`src/rtl/eth_parser_pkg.sv`:
```
`default_nettype none

package eth_parser_pkg;

    // ====================
    // Widths
    // ====================
    localparam int DATA_W  = 64;                     // One beat, eight bytes
    localparam int MAC_W   = 48;
    localparam int ETYPE_W = 16;
    localparam int META_W  = 2 * MAC_W + ETYPE_W;    // {dst, src, etype} = 112
    localparam int CNT_W   = 16;                     // Statistics counters

    // ====================
    // Protocol constants
    // ====================
    localparam logic [ETYPE_W-1:0] ETYPE_IPV4 = 16'h0800;

    // Built-in test frame addresses
    localparam logic [MAC_W-1:0] GEN_DST_MAC = 48'hFFFF_FFFF_FFFF;   // Broadcast
    localparam logic [MAC_W-1:0] GEN_SRC_MAC = 48'h0200_0000_0001;   // Locally administered

    // ====================
    // State encodings
    // ====================
    // Position within the frame, parser side
    typedef enum logic [1:0] {
        PS_HDR0,        // Waiting for beat 0
        PS_HDR1,        // Waiting for beat 1
        PS_PAYLOAD      // Beats 2 and up
    } parser_state_t;

    // Test frame generator
    typedef enum logic [1:0] {
        GS_IDLE,        // Pass-through, nothing generated
        GS_HDR0,
        GS_HDR1,
        GS_PAYLOAD
    } gen_state_t;

endpackage

`default_nettype wire

```
`src/rtl/frame_source.sv`:
```
`timescale 1ns/10ps
`default_nettype none

module frame_source #(
    parameter int GEN_BEATS = 8                              // Built-in frame length
) (
    input  logic                              clk,
    input  logic                              rst_n,
    input  logic                              src_sel,       // 1 = generator
    // External stream
    input  logic [eth_parser_pkg::DATA_W-1:0] s_tdata,
    input  logic                              s_tvalid,
    output logic                              s_tready,
    input  logic                              s_tlast,
    // Toward the parser
    output logic [eth_parser_pkg::DATA_W-1:0] src_tdata,
    output logic                              src_tvalid,
    input  logic                              src_tready,
    output logic                              src_tlast
);
    import eth_parser_pkg::*;

    localparam int BCNT_W = $clog2(GEN_BEATS);
    localparam logic [BCNT_W-1:0] LAST_BEAT = BCNT_W'(GEN_BEATS - 1);

    // Header beats, byte 0 in the low bits, fields big-endian
    localparam logic [DATA_W-1:0] GEN_BEAT0 = {
        GEN_SRC_MAC[39:32], GEN_SRC_MAC[47:40],               // Bytes 7..6
        GEN_DST_MAC[7:0],   GEN_DST_MAC[15:8],  GEN_DST_MAC[23:16],
        GEN_DST_MAC[31:24], GEN_DST_MAC[39:32], GEN_DST_MAC[47:40]
    };
    localparam logic [DATA_W-1:0] GEN_BEAT1 = {
        8'h00, 8'h00,                                         // Pad pair
        ETYPE_IPV4[7:0],  ETYPE_IPV4[15:8],
        GEN_SRC_MAC[7:0], GEN_SRC_MAC[15:8], GEN_SRC_MAC[23:16], GEN_SRC_MAC[31:24]
    };

    gen_state_t        gen_state;
    logic [BCNT_W-1:0] beat_cnt;     // Index of the beat on offer
    logic              gen_valid;
    logic              gen_last;
    logic              gen_fire;     // Generator beat taken
    logic [7:0]        pay_byte;
    logic [DATA_W-1:0] gen_data;

    if (GEN_BEATS < 2) begin : g_len_check
        $error("frame_source: GEN_BEATS must be at least 2");
    end

    assign gen_valid = (gen_state != GS_IDLE);
    assign gen_last  = (beat_cnt == LAST_BEAT);
    assign gen_fire  = src_sel && gen_valid && src_tready;
    assign pay_byte  = 8'(beat_cnt);                          // Payload beat k = byte k

    // ====================
    // Generator FSM
    // ====================
    always_ff @(posedge clk or negedge rst_n) begin
        if (!rst_n) begin
            gen_state <= GS_IDLE;
            beat_cnt  <= '0;
        end else begin
            case (gen_state)
                GS_IDLE: begin
                    if (src_sel) begin
                        gen_state <= GS_HDR0;                 // Valid one cycle later
                        beat_cnt  <= '0;
                    end
                end
                GS_HDR0: begin
                    if (gen_fire) begin
                        gen_state <= GS_HDR1;
                        beat_cnt  <= beat_cnt + 1'b1;
                    end else if (!src_sel) begin
                        gen_state <= GS_IDLE;                 // Only between frames
                    end
                end
                GS_HDR1, GS_PAYLOAD: begin
                    if (gen_fire) begin
                        if (gen_last) begin
                            gen_state <= GS_HDR0;             // Next frame right away
                            beat_cnt  <= '0;
                        end else begin
                            gen_state <= GS_PAYLOAD;
                            beat_cnt  <= beat_cnt + 1'b1;
                        end
                    end
                end
                default: gen_state <= GS_IDLE;
            endcase
        end
    end

    always_comb begin
        case (gen_state)
            GS_HDR0: gen_data = GEN_BEAT0;
            GS_HDR1: gen_data = GEN_BEAT1;
            default: gen_data = {8{pay_byte}};
        endcase
    end

    // ====================
    // Output select
    // ====================
    assign src_tdata  = src_sel ? gen_data  : s_tdata;
    assign src_tvalid = src_sel ? gen_valid : s_tvalid;
    assign src_tlast  = src_sel ? gen_last  : s_tlast;
    assign s_tready   = src_sel ? 1'b0      : src_tready;   // External side blocked

    // Offered beat stays up until taken, unless the source itself was switched
    a_src_valid_hold: assert property (
        @(posedge clk) disable iff (!rst_n)
        (src_tvalid && !src_tready) |=> (src_tvalid || (src_sel != $past(src_sel)))
    ) else $error("frame_source: src_tvalid fell before acceptance");

endmodule

`default_nettype wire

```
`src/rtl/ethernet_frame_parser.sv`:
```
`timescale 1ns/10ps
`default_nettype none

module ethernet_frame_parser (
    input  logic                              clk,
    input  logic                              rst_n,
    // Input stream
    input  logic [eth_parser_pkg::DATA_W-1:0] s_tdata,
    input  logic                              s_tvalid,
    output logic                              s_tready,
    input  logic                              s_tlast,
    // Output stream, one register stage
    output logic [eth_parser_pkg::DATA_W-1:0] m_tdata,
    output logic                              m_tvalid,
    input  logic                              m_tready,
    output logic                              m_tlast,
    // Header metadata {dst, src, etype}
    output logic [eth_parser_pkg::META_W-1:0] m_tuser,
    output logic                              m_tuser_valid
);
    import eth_parser_pkg::*;

    parser_state_t      state;         // Position of the next input beat
    logic               in_fire;       // Input beat accepted
    // Fields pulled out of the current input beat
    logic [MAC_W-1:0]   beat_dst;      // Beat 0 bytes 0..5
    logic [15:0]        beat_src_hi;   // Beat 0 bytes 6..7
    logic [31:0]        beat_src_lo;   // Beat 1 bytes 0..3
    logic [ETYPE_W-1:0] beat_etype;    // Beat 1 bytes 4..5
    // Held from beat 0 until beat 1 arrives
    logic [MAC_W-1:0]   dst_mac_q;
    logic [15:0]        src_hi_q;

    // Free slot or slot draining this cycle
    assign s_tready = !m_tvalid || m_tready;
    assign in_fire  = s_tvalid && s_tready;

    // ====================
    // Field extraction
    // ====================
    // Byte 0 sits lowest in the beat, fields go out MSB first
    assign beat_dst = {
        s_tdata[7:0],   s_tdata[15:8],  s_tdata[23:16],
        s_tdata[31:24], s_tdata[39:32], s_tdata[47:40]
    };
    assign beat_src_hi = {s_tdata[55:48], s_tdata[63:56]};
    assign beat_src_lo = {
        s_tdata[7:0], s_tdata[15:8], s_tdata[23:16], s_tdata[31:24]
    };
    assign beat_etype  = {s_tdata[39:32], s_tdata[47:40]};

    // ====================
    // Frame position FSM
    // ====================
    always_ff @(posedge clk or negedge rst_n) begin
        if (!rst_n) begin
            state <= PS_HDR0;
        end else if (in_fire) begin
            if (s_tlast) begin
                state <= PS_HDR0;                // Any last ends the frame, runts too
            end else begin
                case (state)
                    PS_HDR0:    state <= PS_HDR1;
                    PS_HDR1:    state <= PS_PAYLOAD;
                    PS_PAYLOAD: state <= PS_PAYLOAD;
                    default:    state <= PS_HDR0;
                endcase
            end
        end
    end

    // Beat 0 header bytes
    always_ff @(posedge clk) begin
        if (in_fire && (state == PS_HDR0)) begin
            dst_mac_q <= beat_dst;
            src_hi_q  <= beat_src_hi;
        end
    end

    // ====================
    // Output register
    // ====================
    always_ff @(posedge clk or negedge rst_n) begin
        if (!rst_n) begin
            m_tvalid      <= 1'b0;
            m_tuser_valid <= 1'b0;
        end else if (in_fire) begin
            m_tvalid      <= 1'b1;
            m_tuser_valid <= (state == PS_HDR1);   // Flags beat 1 only
        end else if (m_tready) begin
            m_tvalid      <= 1'b0;                 // Slot drained, nothing new
            m_tuser_valid <= 1'b0;
        end
    end

    always_ff @(posedge clk) begin
        if (in_fire) begin
            m_tdata <= s_tdata;
            m_tlast <= s_tlast;
        end
    end

    // Metadata completes as beat 1 loads, holds until the next beat 1
    always_ff @(posedge clk) begin
        if (in_fire && (state == PS_HDR1)) begin
            m_tuser <= {dst_mac_q, src_hi_q, beat_src_lo, beat_etype};
        end
    end

    // ====================
    // Checks
    // ====================
    a_tuser_with_beat: assert property (
        @(posedge clk) disable iff (!rst_n)
        m_tuser_valid |-> m_tvalid
    ) else $error("parser: m_tuser_valid without m_tvalid");

    // Stalled beat keeps its data, last and metadata
    a_stall_stable: assert property (
        @(posedge clk) disable iff (!rst_n)
        (m_tvalid && !m_tready) |=> (m_tvalid && $stable(m_tdata) && $stable(m_tlast)
                                     && $stable(m_tuser_valid) && $stable(m_tuser))
    ) else $error("parser: output changed while stalled");

endmodule

`default_nettype wire

```
`src/rtl/frame_stats.sv`:
```
`timescale 1ns/10ps
`default_nettype none

module frame_stats (
    input  logic                               clk,
    input  logic                               rst_n,
    // Parser output handshake, observed only
    input  logic                               m_tvalid,
    input  logic                               m_tready,
    input  logic                               m_tlast,
    input  logic                               m_tuser_valid,
    input  logic [eth_parser_pkg::ETYPE_W-1:0] etype,
    // Counters and board LEDs
    output logic [eth_parser_pkg::CNT_W-1:0]   frame_count,
    output logic [eth_parser_pkg::CNT_W-1:0]   ipv4_count,
    output logic [eth_parser_pkg::CNT_W-1:0]   runt_count,
    output logic [3:0]                         led
);
    import eth_parser_pkg::*;

    logic out_fire;     // Beat leaves the parser
    logic last_fire;    // Frame completes
    logic meta_seen;    // Metadata already passed in this frame
    logic has_meta;     // Including the beat leaving now
    logic frame_tgl;
    logic ipv4_seen;    // Sticky since reset
    logic runt_seen;    // Sticky since reset

    assign out_fire  = m_tvalid && m_tready;
    assign last_fire = out_fire && m_tlast;
    assign has_meta  = meta_seen || m_tuser_valid;   // Two-beat frames end on beat 1

    // ====================
    // Counters
    // ====================
    always_ff @(posedge clk or negedge rst_n) begin
        if (!rst_n) begin
            meta_seen   <= 1'b0;
            frame_count <= '0;
            ipv4_count  <= '0;
            runt_count  <= '0;
            frame_tgl   <= 1'b0;
            ipv4_seen   <= 1'b0;
            runt_seen   <= 1'b0;
        end else begin
            if (last_fire) begin
                meta_seen   <= 1'b0;                 // Next frame starts clean
                frame_count <= frame_count + 1'b1;
                frame_tgl   <= !frame_tgl;
                if (!has_meta) begin
                    runt_count <= runt_count + 1'b1;   // Last on beat 0
                    runt_seen  <= 1'b1;
                end else if (etype == ETYPE_IPV4) begin
                    ipv4_count <= ipv4_count + 1'b1;
                    ipv4_seen  <= 1'b1;
                end
            end else if (out_fire && m_tuser_valid) begin
                meta_seen <= 1'b1;
            end
        end
    end

    // LED map
    assign led[0] = frame_tgl;
    assign led[1] = ipv4_seen;
    assign led[2] = runt_seen;
    assign led[3] = m_tvalid && !m_tready;           // Downstream stall

endmodule

`default_nettype wire

```
`src/rtl/eth_parser_top.sv`:
```
`timescale 1ns/10ps
`default_nettype none

module eth_parser_top #(
    parameter int GEN_BEATS   = 8,    // Built-in frame length in beats
    parameter int SYNC_STAGES = 4     // Reset release delay in clocks
) (
    input  logic                              clk,
    input  logic                              rst_n,          // Raw board reset
    input  logic                              src_sel,        // 1 = test generator
    // External input stream
    input  logic [eth_parser_pkg::DATA_W-1:0] s_tdata,
    input  logic                              s_tvalid,
    output logic                              s_tready,
    input  logic                              s_tlast,
    // Parsed output stream
    output logic [eth_parser_pkg::DATA_W-1:0] m_tdata,
    output logic                              m_tvalid,
    input  logic                              m_tready,
    output logic                              m_tlast,
    output logic [eth_parser_pkg::META_W-1:0] m_tuser,
    output logic                              m_tuser_valid,
    // Statistics
    output logic [eth_parser_pkg::CNT_W-1:0]  frame_count,
    output logic [eth_parser_pkg::CNT_W-1:0]  ipv4_count,
    output logic [eth_parser_pkg::CNT_W-1:0]  runt_count,
    output logic [3:0]                        led
);
    import eth_parser_pkg::*;

    // ====================
    // Reset synchronizer
    // ====================
    logic [SYNC_STAGES-1:0] rst_sync_q;
    logic                   rst_n_sync;

    // Assert at once, release after SYNC_STAGES edges
    always_ff @(posedge clk or negedge rst_n) begin
        if (!rst_n) begin
            rst_sync_q <= '0;
        end else begin
            rst_sync_q <= {rst_sync_q[SYNC_STAGES-2:0], 1'b1};
        end
    end

    assign rst_n_sync = rst_sync_q[SYNC_STAGES-1];

    // Source to parser
    logic [DATA_W-1:0] src_tdata;
    logic              src_tvalid;
    logic              src_tready;
    logic              src_tlast;

    // ====================
    // Datapath
    // ====================
    frame_source #(
        .GEN_BEATS (GEN_BEATS)
    ) u_source (
        .clk        (clk),
        .rst_n      (rst_n_sync),
        .src_sel    (src_sel),
        .s_tdata    (s_tdata),
        .s_tvalid   (s_tvalid),
        .s_tready   (s_tready),
        .s_tlast    (s_tlast),
        .src_tdata  (src_tdata),
        .src_tvalid (src_tvalid),
        .src_tready (src_tready),
        .src_tlast  (src_tlast)
    );

    ethernet_frame_parser u_parser (
        .clk           (clk),
        .rst_n         (rst_n_sync),
        .s_tdata       (src_tdata),
        .s_tvalid      (src_tvalid),
        .s_tready      (src_tready),
        .s_tlast       (src_tlast),
        .m_tdata       (m_tdata),
        .m_tvalid      (m_tvalid),
        .m_tready      (m_tready),
        .m_tlast       (m_tlast),
        .m_tuser       (m_tuser),
        .m_tuser_valid (m_tuser_valid)
    );

    // Monitors the output handshake, ethertype is the low field of m_tuser
    frame_stats u_stats (
        .clk           (clk),
        .rst_n         (rst_n_sync),
        .m_tvalid      (m_tvalid),
        .m_tready      (m_tready),
        .m_tlast       (m_tlast),
        .m_tuser_valid (m_tuser_valid),
        .etype         (m_tuser[ETYPE_W-1:0]),
        .frame_count   (frame_count),
        .ipv4_count    (ipv4_count),
        .runt_count    (runt_count),
        .led           (led)
    );

endmodule

`default_nettype wire

```
`config.mk`:
```
export PLATFORM = sky130hd
export DESIGN_NAME = eth_parser_top
export DESIGN_NICKNAME = d
export VERILOG_FILES = /design/src/rtl/eth_parser_pkg.sv /design/src/rtl/frame_source.sv /design/src/rtl/ethernet_frame_parser.sv /design/src/rtl/frame_stats.sv /design/src/rtl/eth_parser_top.sv
export SDC_FILE = /design/constraint.sdc
export NUM_CORES = 1
export LEC_CHECK = 0
export BUFFER_PORTS_ARGS = -buffer_cell sky130_fd_sc_hd__buf_4
export CORE_MARGIN = 5
export CORE_UTILIZATION = 50
export CTS_CLUSTER_DIAMETER = 50
export DETAILED_ROUTE_END_ITERATION = 16
export PLACE_DENSITY = 0.89
export SLEW_MARGIN = 20
export SYNTH_ARGS = -nofsm -noshare
export SYNTH_HDL_FRONTEND = slang
export SYNTH_HIERARCHICAL = 1
export SYNTH_SLANG_ARGS = --single-unit
```
`constraint.sdc`:
```
create_clock -name clk -period 3.21 [get_ports clk]
set_input_delay 0.642 -clock clk [delete_from_list [all_inputs] [get_ports clk]]
set_output_delay 0.642 -clock clk [all_outputs]
set_load 0.03 [all_outputs]
```
==> flow_summary.html <==
<table>
<tr><th>Metric</th><th>Value</th></tr>
<tr><th colspan="2">Die</th></tr>
<tr><td>I/O pin total</td><td>302</td></tr>
<tr><td>Height of the die</td><td>159 um</td></tr>
<tr><td>Effective utilization at floorplan</td><td>50.9%</td></tr>
<tr><td>Row Count</td><td>54</td></tr>
<tr><td>Die Span X</td><td>159 um</td></tr>
<tr><td>Die ar.</td><td>around 0.025 sq mm</td></tr>
<tr><td>Placeable Area</td><td>0.0219 sq mm</td></tr>
<tr><th colspan="2">STA</th></tr>
<tr><td>Share of the clock period used by the worst path</td><td>75.9%</td></tr>
<tr><td>Worst-case hold slack</td><td>0.347 ns</td></tr>
<tr><td>Final number of max-transition violations</td><td>0</td></tr>
<tr><td>Fin Clk Skew</td><td>0.0202 ns</td></tr>
<tr><td>Setup-violating endpoint count in the final report</td><td>0</td></tr>
<tr><td>Unrepaired setup endpoints after global routing</td><td>false</td></tr>
<tr><td>Count of endpoints failing hold in the final timing report</td><td>0</td></tr>
<tr><td>Maximum operating frequency</td><td>0.410 GHz</td></tr>
<tr><td>Worst slew margin relative to its limit</td><td>40.4%</td></tr>
<tr><td>Time the final worst path needs with I/O delays and setup</td><td>between 2 and 2.5 ns</td></tr>
<tr><td>Total negative setup slack</td><td>0 ns</td></tr>
<tr><td>Slew @ Worst Pin</td><td>0.893 ns</td></tr>
<tr><td>Worst Setup Slack, final</td><td>roughly 0.77 ns</td></tr>
<tr><th colspan="2">Finish</th></tr>
<tr><td>Layout cells sized above 1</td><td>39.5%</td></tr>
<tr><td>Final standard cell area without fillers</td><td>0.0148 sq mm</td></tr>
<tr><td>Utilization after layout</td><td>67.7%</td></tr>
<tr><td>Final #Nets</td><td>1,063</td></tr>
<tr><td>Syn-to-layout area delta</td><td>33.1%</td></tr>
<tr><td>Ant diodes</td><td>0</td></tr>
<tr><th colspan="2">Synth</th></tr>
<tr><td>Most area-consuming cells after synthesis</td><td>sky130_fd_sc_hd__edfxtp_1 65%, sky130_fd_sc_hd__dfrtp_1 15%, sky130_fd_sc_hd__inv_1 2.2%</td></tr>
<tr><td>Largest area contributor in the netlist</td><td>sky130_fd_sc_hd__edfxtp_1</td></tr>
<tr><td>Unique masters post-synth</td><td>52</td></tr>
<tr><td>Number of nets produced by synthesis</td><td>about 730</td></tr>
<tr><td>Top cell type's share of synthesized area</td><td>65.0%</td></tr>
<tr><td>Mapped cell area</td><td>0.0111 sq mm</td></tr>
<tr><td>Post-synthesis cell count</td><td>between 600 and 700</td></tr>
<tr><td>Number of warnings reported in the yosys synthesis log</td><td>6</td></tr>
<tr><td>Count of state elements after synthesis</td><td>just over 300</td></tr>
<tr><td>Synthesized area divided by synthesized cell count</td><td>17.2 sq um</td></tr>
<tr><td>Sequential element share of the synthesized area</td><td>between 70% and 80%</td></tr>
<tr><th colspan="2">Drt</th></tr>
<tr><td>Highest routed layer</td><td>met5</td></tr>
<tr><td>Detailed router's first-iteration violation count</td><td>~320</td></tr>
<tr><td>Post-detailed-route via-to-cell ratio</td><td>5.23</td></tr>
<tr><td>Remaining number of nets flagged by the antenna check after routing</td><td>0</td></tr>
<tr><td>Via count</td><td>6,717</td></tr>
<tr><td>Met3 wire length</td><td>1850 um</td></tr>
<tr><td>DRC violations left</td><td>0</td></tr>
<tr><td>Met2 wire length</td><td>14,000 um</td></tr>
<tr><td>Average wire length per cell after detail routing</td><td>21.3 um</td></tr>
<tr><td>Total wire length</td><td>~27,000 um</td></tr>
<tr><td>Detailed-routing wirelength on met1</td><td>approximately 11,000 um</td></tr>
<tr><td>Detailed-router iteration count before antenna repair</td><td>5</td></tr>
<tr><th colspan="2">Critical path</th></tr>
<tr><td>Worst-path maximum fanout</td><td>42</td></tr>
<tr><td>Biggest cell delay along the critical path</td><td>about 0.48 ns</td></tr>
<tr><td>Critical path type</td><td>in -&gt; out</td></tr>
<tr><td>CP endpoint kind</td><td>primary output</td></tr>
<tr><td>Arrival time at the worst endpoint</td><td>approximately 1.8 ns</td></tr>
<tr><td>Cells on worst reg2reg path</td><td>5</td></tr>
<tr><td>Setup crit start kind</td><td>input port</td></tr>
<tr><td>Library cell appearing most often on the critical path</td><td>sky130_fd_sc_hd__buf_4</td></tr>
<tr><td>Worst Path Required</td><td>2.57 ns</td></tr>
<tr><td>Critical path cell sequence</td><td>buf_4, buf_4, nor2b_1, buf_4</td></tr>
<tr><td>Slowest cell on crit path</td><td>sky130_fd_sc_hd__buf_4</td></tr>
<tr><th colspan="2">Clock tree</th></tr>
<tr><td>TritonCTS buffer count</td><td>34</td></tr>
<tr><td>Clock tree from TritonCTS</td><td>yes</td></tr>
<tr><td>Later-pin clock latency in the skew report</td><td>0.51 ns</td></tr>
<tr><td>Root Buffer</td><td>sky130_fd_sc_hd__clkbuf_16</td></tr>
<tr><td>Number of H-tree branching levels</td><td>2</td></tr>
<tr><td>CTS sink count</td><td>306</td></tr>
<tr><td>Clock Path Buffers</td><td>3</td></tr>
<tr><td>Clock edge transition at the registers on the reported setup and hold paths</td><td>0.05 ns</td></tr>
<tr><th colspan="2">GRT</th></tr>
<tr><td>Antenna violations before repair</td><td>1</td></tr>
<tr><td>Maximum number of pins on one net before global-route repair</td><td>43</td></tr>
<tr><td>Wire length of the first global-routing pass</td><td>42,000 um</td></tr>
<tr><td>GRT Util Overall</td><td>a little over a fifth</td></tr>
<tr><td>Congestion Overflow GR</td><td>0</td></tr>
<tr><td>Vias in the first global route</td><td>around 7,000</td></tr>
<tr><th colspan="2">Pwr</th></tr>
<tr><td>Worst supply voltage drop on vdd</td><td>0.431 mV</td></tr>
<tr><td>Power density over the cells</td><td>slightly below 900 mW/mm^2</td></tr>
<tr><td>Leakage power total</td><td>6.30 nW</td></tr>
<tr><th colspan="2">Place</th></tr>
<tr><td>Gpl congestion</td><td>0.836</td></tr>
<tr><td>Detailed Place HPWL</td><td>19,700 um</td></tr>
<tr><td>Port buffer count</td><td>301</td></tr>
<tr><td>Post-Place Worst Slack</td><td>a little over 0.5 ns</td></tr>
<tr><td>Area post-placement</td><td>0.0138 sq mm</td></tr>
<tr><th colspan="2">Job</th></tr>
<tr><td>Number of maximum-capacitance violations</td><td>0</td></tr>
<tr><th colspan="2">Min path</th></tr>
<tr><td>Worst min path class</td><td>reg -&gt; reg</td></tr>
<tr><td>Worst Hold Path Cells</td><td>0</td></tr>
<tr><th colspan="2">Run status</th></tr>
<tr><td>Outcome</td><td>finished clean</td></tr>
</table>
## layout make-up
cell class | count | area (sq um)
sequential | 306 | 8860
fill | 1483 | 7070
timing repair buffer | 312 | 2390
multi-input combinational | 262 | 1940
clock buffer | 42 | 881
tap | 280 | 350
inverter | 64 | 240
clock inverter | 18 | 151
## state kept, by name, indices dropped and copies added, names as in the netlist, 2 cells and up
name                 count
u_stats/ipv4_count      16
u_parser/m_tuser       112
u_parser/m_tdata        64
u_stats/frame_count     16
u_source/gen_state       2
u_stats/runt_count      16
u_parser/state           2
u_source/beat_cnt        3
u_parser/src_hi_q       16
rst_sync_q               4
u_parser/dst_mac_q      48
## cells by family after synthesis
group | count (synthesis) | share of synthesized area (%)
other | 1 | 0.0337
and+or+nand+nor | 126 | 7.79
AOI/OAI and AO/OA | 67 | 3.61
xor gates and xnor gates | 46 | 3.62
buffers and inverters | 80 | 3.04
DFF | 306 | 79.6
muxes | 9 | 0.865
adders and majority gates | 13 | 1.46
## layout by cell type (no fill, tap or decap), types with 3 or more instances in the layout
master                      count
sky130_fd_sc_hd__buf_4        307
sky130_fd_sc_hd__edfxtp_1     241
sky130_fd_sc_hd__dfrtp_1       64
sky130_fd_sc_hd__inv_1         63
sky130_fd_sc_hd__o21ai_0       41
sky130_fd_sc_hd__clkbuf_16     34
sky130_fd_sc_hd__xor2_1        24
sky130_fd_sc_hd__nand2_1       23
sky130_fd_sc_hd__xnor2_1       22
sky130_fd_sc_hd__nor2b_1       16
sky130_fd_sc_hd__nand3_1       14
sky130_fd_sc_hd__ha_1          13
sky130_fd_sc_hd__o21ai_1       11
sky130_fd_sc_hd__nand4_1       11
sky130_fd_sc_hd__clkinv_2       8
sky130_fd_sc_hd__clkbuf_1       8
sky130_fd_sc_hd__nor2_1         8
sky130_fd_sc_hd__nor3_1         8
sky130_fd_sc_hd__and4_1         6
sky130_fd_sc_hd__nor3_2         5
sky130_fd_sc_hd__nand2b_1       4
sky130_fd_sc_hd__mux2i_1        4
sky130_fd_sc_hd__buf_12         4
sky130_fd_sc_hd__nor4_4         4
sky130_fd_sc_hd__and3_1         4
sky130_fd_sc_hd__nor4_1         4
sky130_fd_sc_hd__and3_4         3
sky130_fd_sc_hd__mux2_1         3
sky130_fd_sc_hd__o21ai_2        3
## per-stage QoR
step,std cells,power [mW]
after floorplan,648,7.87
after global placement,1223,9.24
after detailed placement,1223,9.38
after CTS,1284,13.0
after global routing,1284,13.4
final,1284,12.8
## synth_stat cells, drive strengths merged
master and n:
a21bo 1, mux2i 4, edfxtp 241, a31oi 3
conb 1, nand2b 6, xor2 24, nor4 10
nor4b 1, and3 7, nor2b 16, a311oi 1
a22o 1, nor2 8, o21ba 1, and2 2
o21bai 1, xnor2 22, mux2 5, a21oi 2
a2bb2o 1, buf 10, or2 2, inv 64
and3b 1, ha 13, nand2 24, nand3 15
clkbuf 6, a31o 1, nor3 13, o21ai 55
nand4 13, and4 6, dfrtp 65, or2b 2
## critical path, delay by kind of cell
kind,cells,cell delay (ns)
simple gates,1,0.12
buf+inv,3,0.99
## power by group
part | switching [mW] | leakage, nW | internal [mW]
combinational | 2.30 | 2.67 | 1.06
clock | 1.48 | 0.506 | 2.06
sequential | 0.425 | 3.12 | 5.50
total | 4.21 | 6.30 | 8.62
## metal layers
metal  up-vias  GRT usage (%)
met3        58           5.23
met5         -              0
met2       286           35.9
li1       3022              -
met1      3349           26.6
met4         2           7.52
## timing repair
| item | CTS | global route |
|---|---|---|
| gates resized for setup | 0 | 0 |
| hold buffers | 1 | 0 |
| hold endpoints to repair | 4 | 0 |
| buffers inserted | 0 | 0 |
## final timing paths
path	from	endpoint	slack (ns)
max	src_sel	s_tready	0.77
min	rst_sync_q[2]$_DFF_PN0_	rst_sync_q[3]$_DFF_PN0_	0.35
max reg2reg	u_source/gen_state[0]$_DFFE_PN0P_	u_parser/m_tuser[37]$_DFFE_PP_	0.84
min reg2reg	rst_sync_q[2]$_DFF_PN0_	rst_sync_q[3]$_DFF_PN0_	0.35
max in group asynchronous	rst_sync_q[3]$_DFF_PN0_	u_stats/ipv4_count[10]$_DFFE_PN0P_	1.97
min in group asynchronous	rst_sync_q[3]$_DFF_PN0_	u_stats/frame_count[5]$_DFFE_PN0P_	0.39
(Power assumes the default switching activity.)
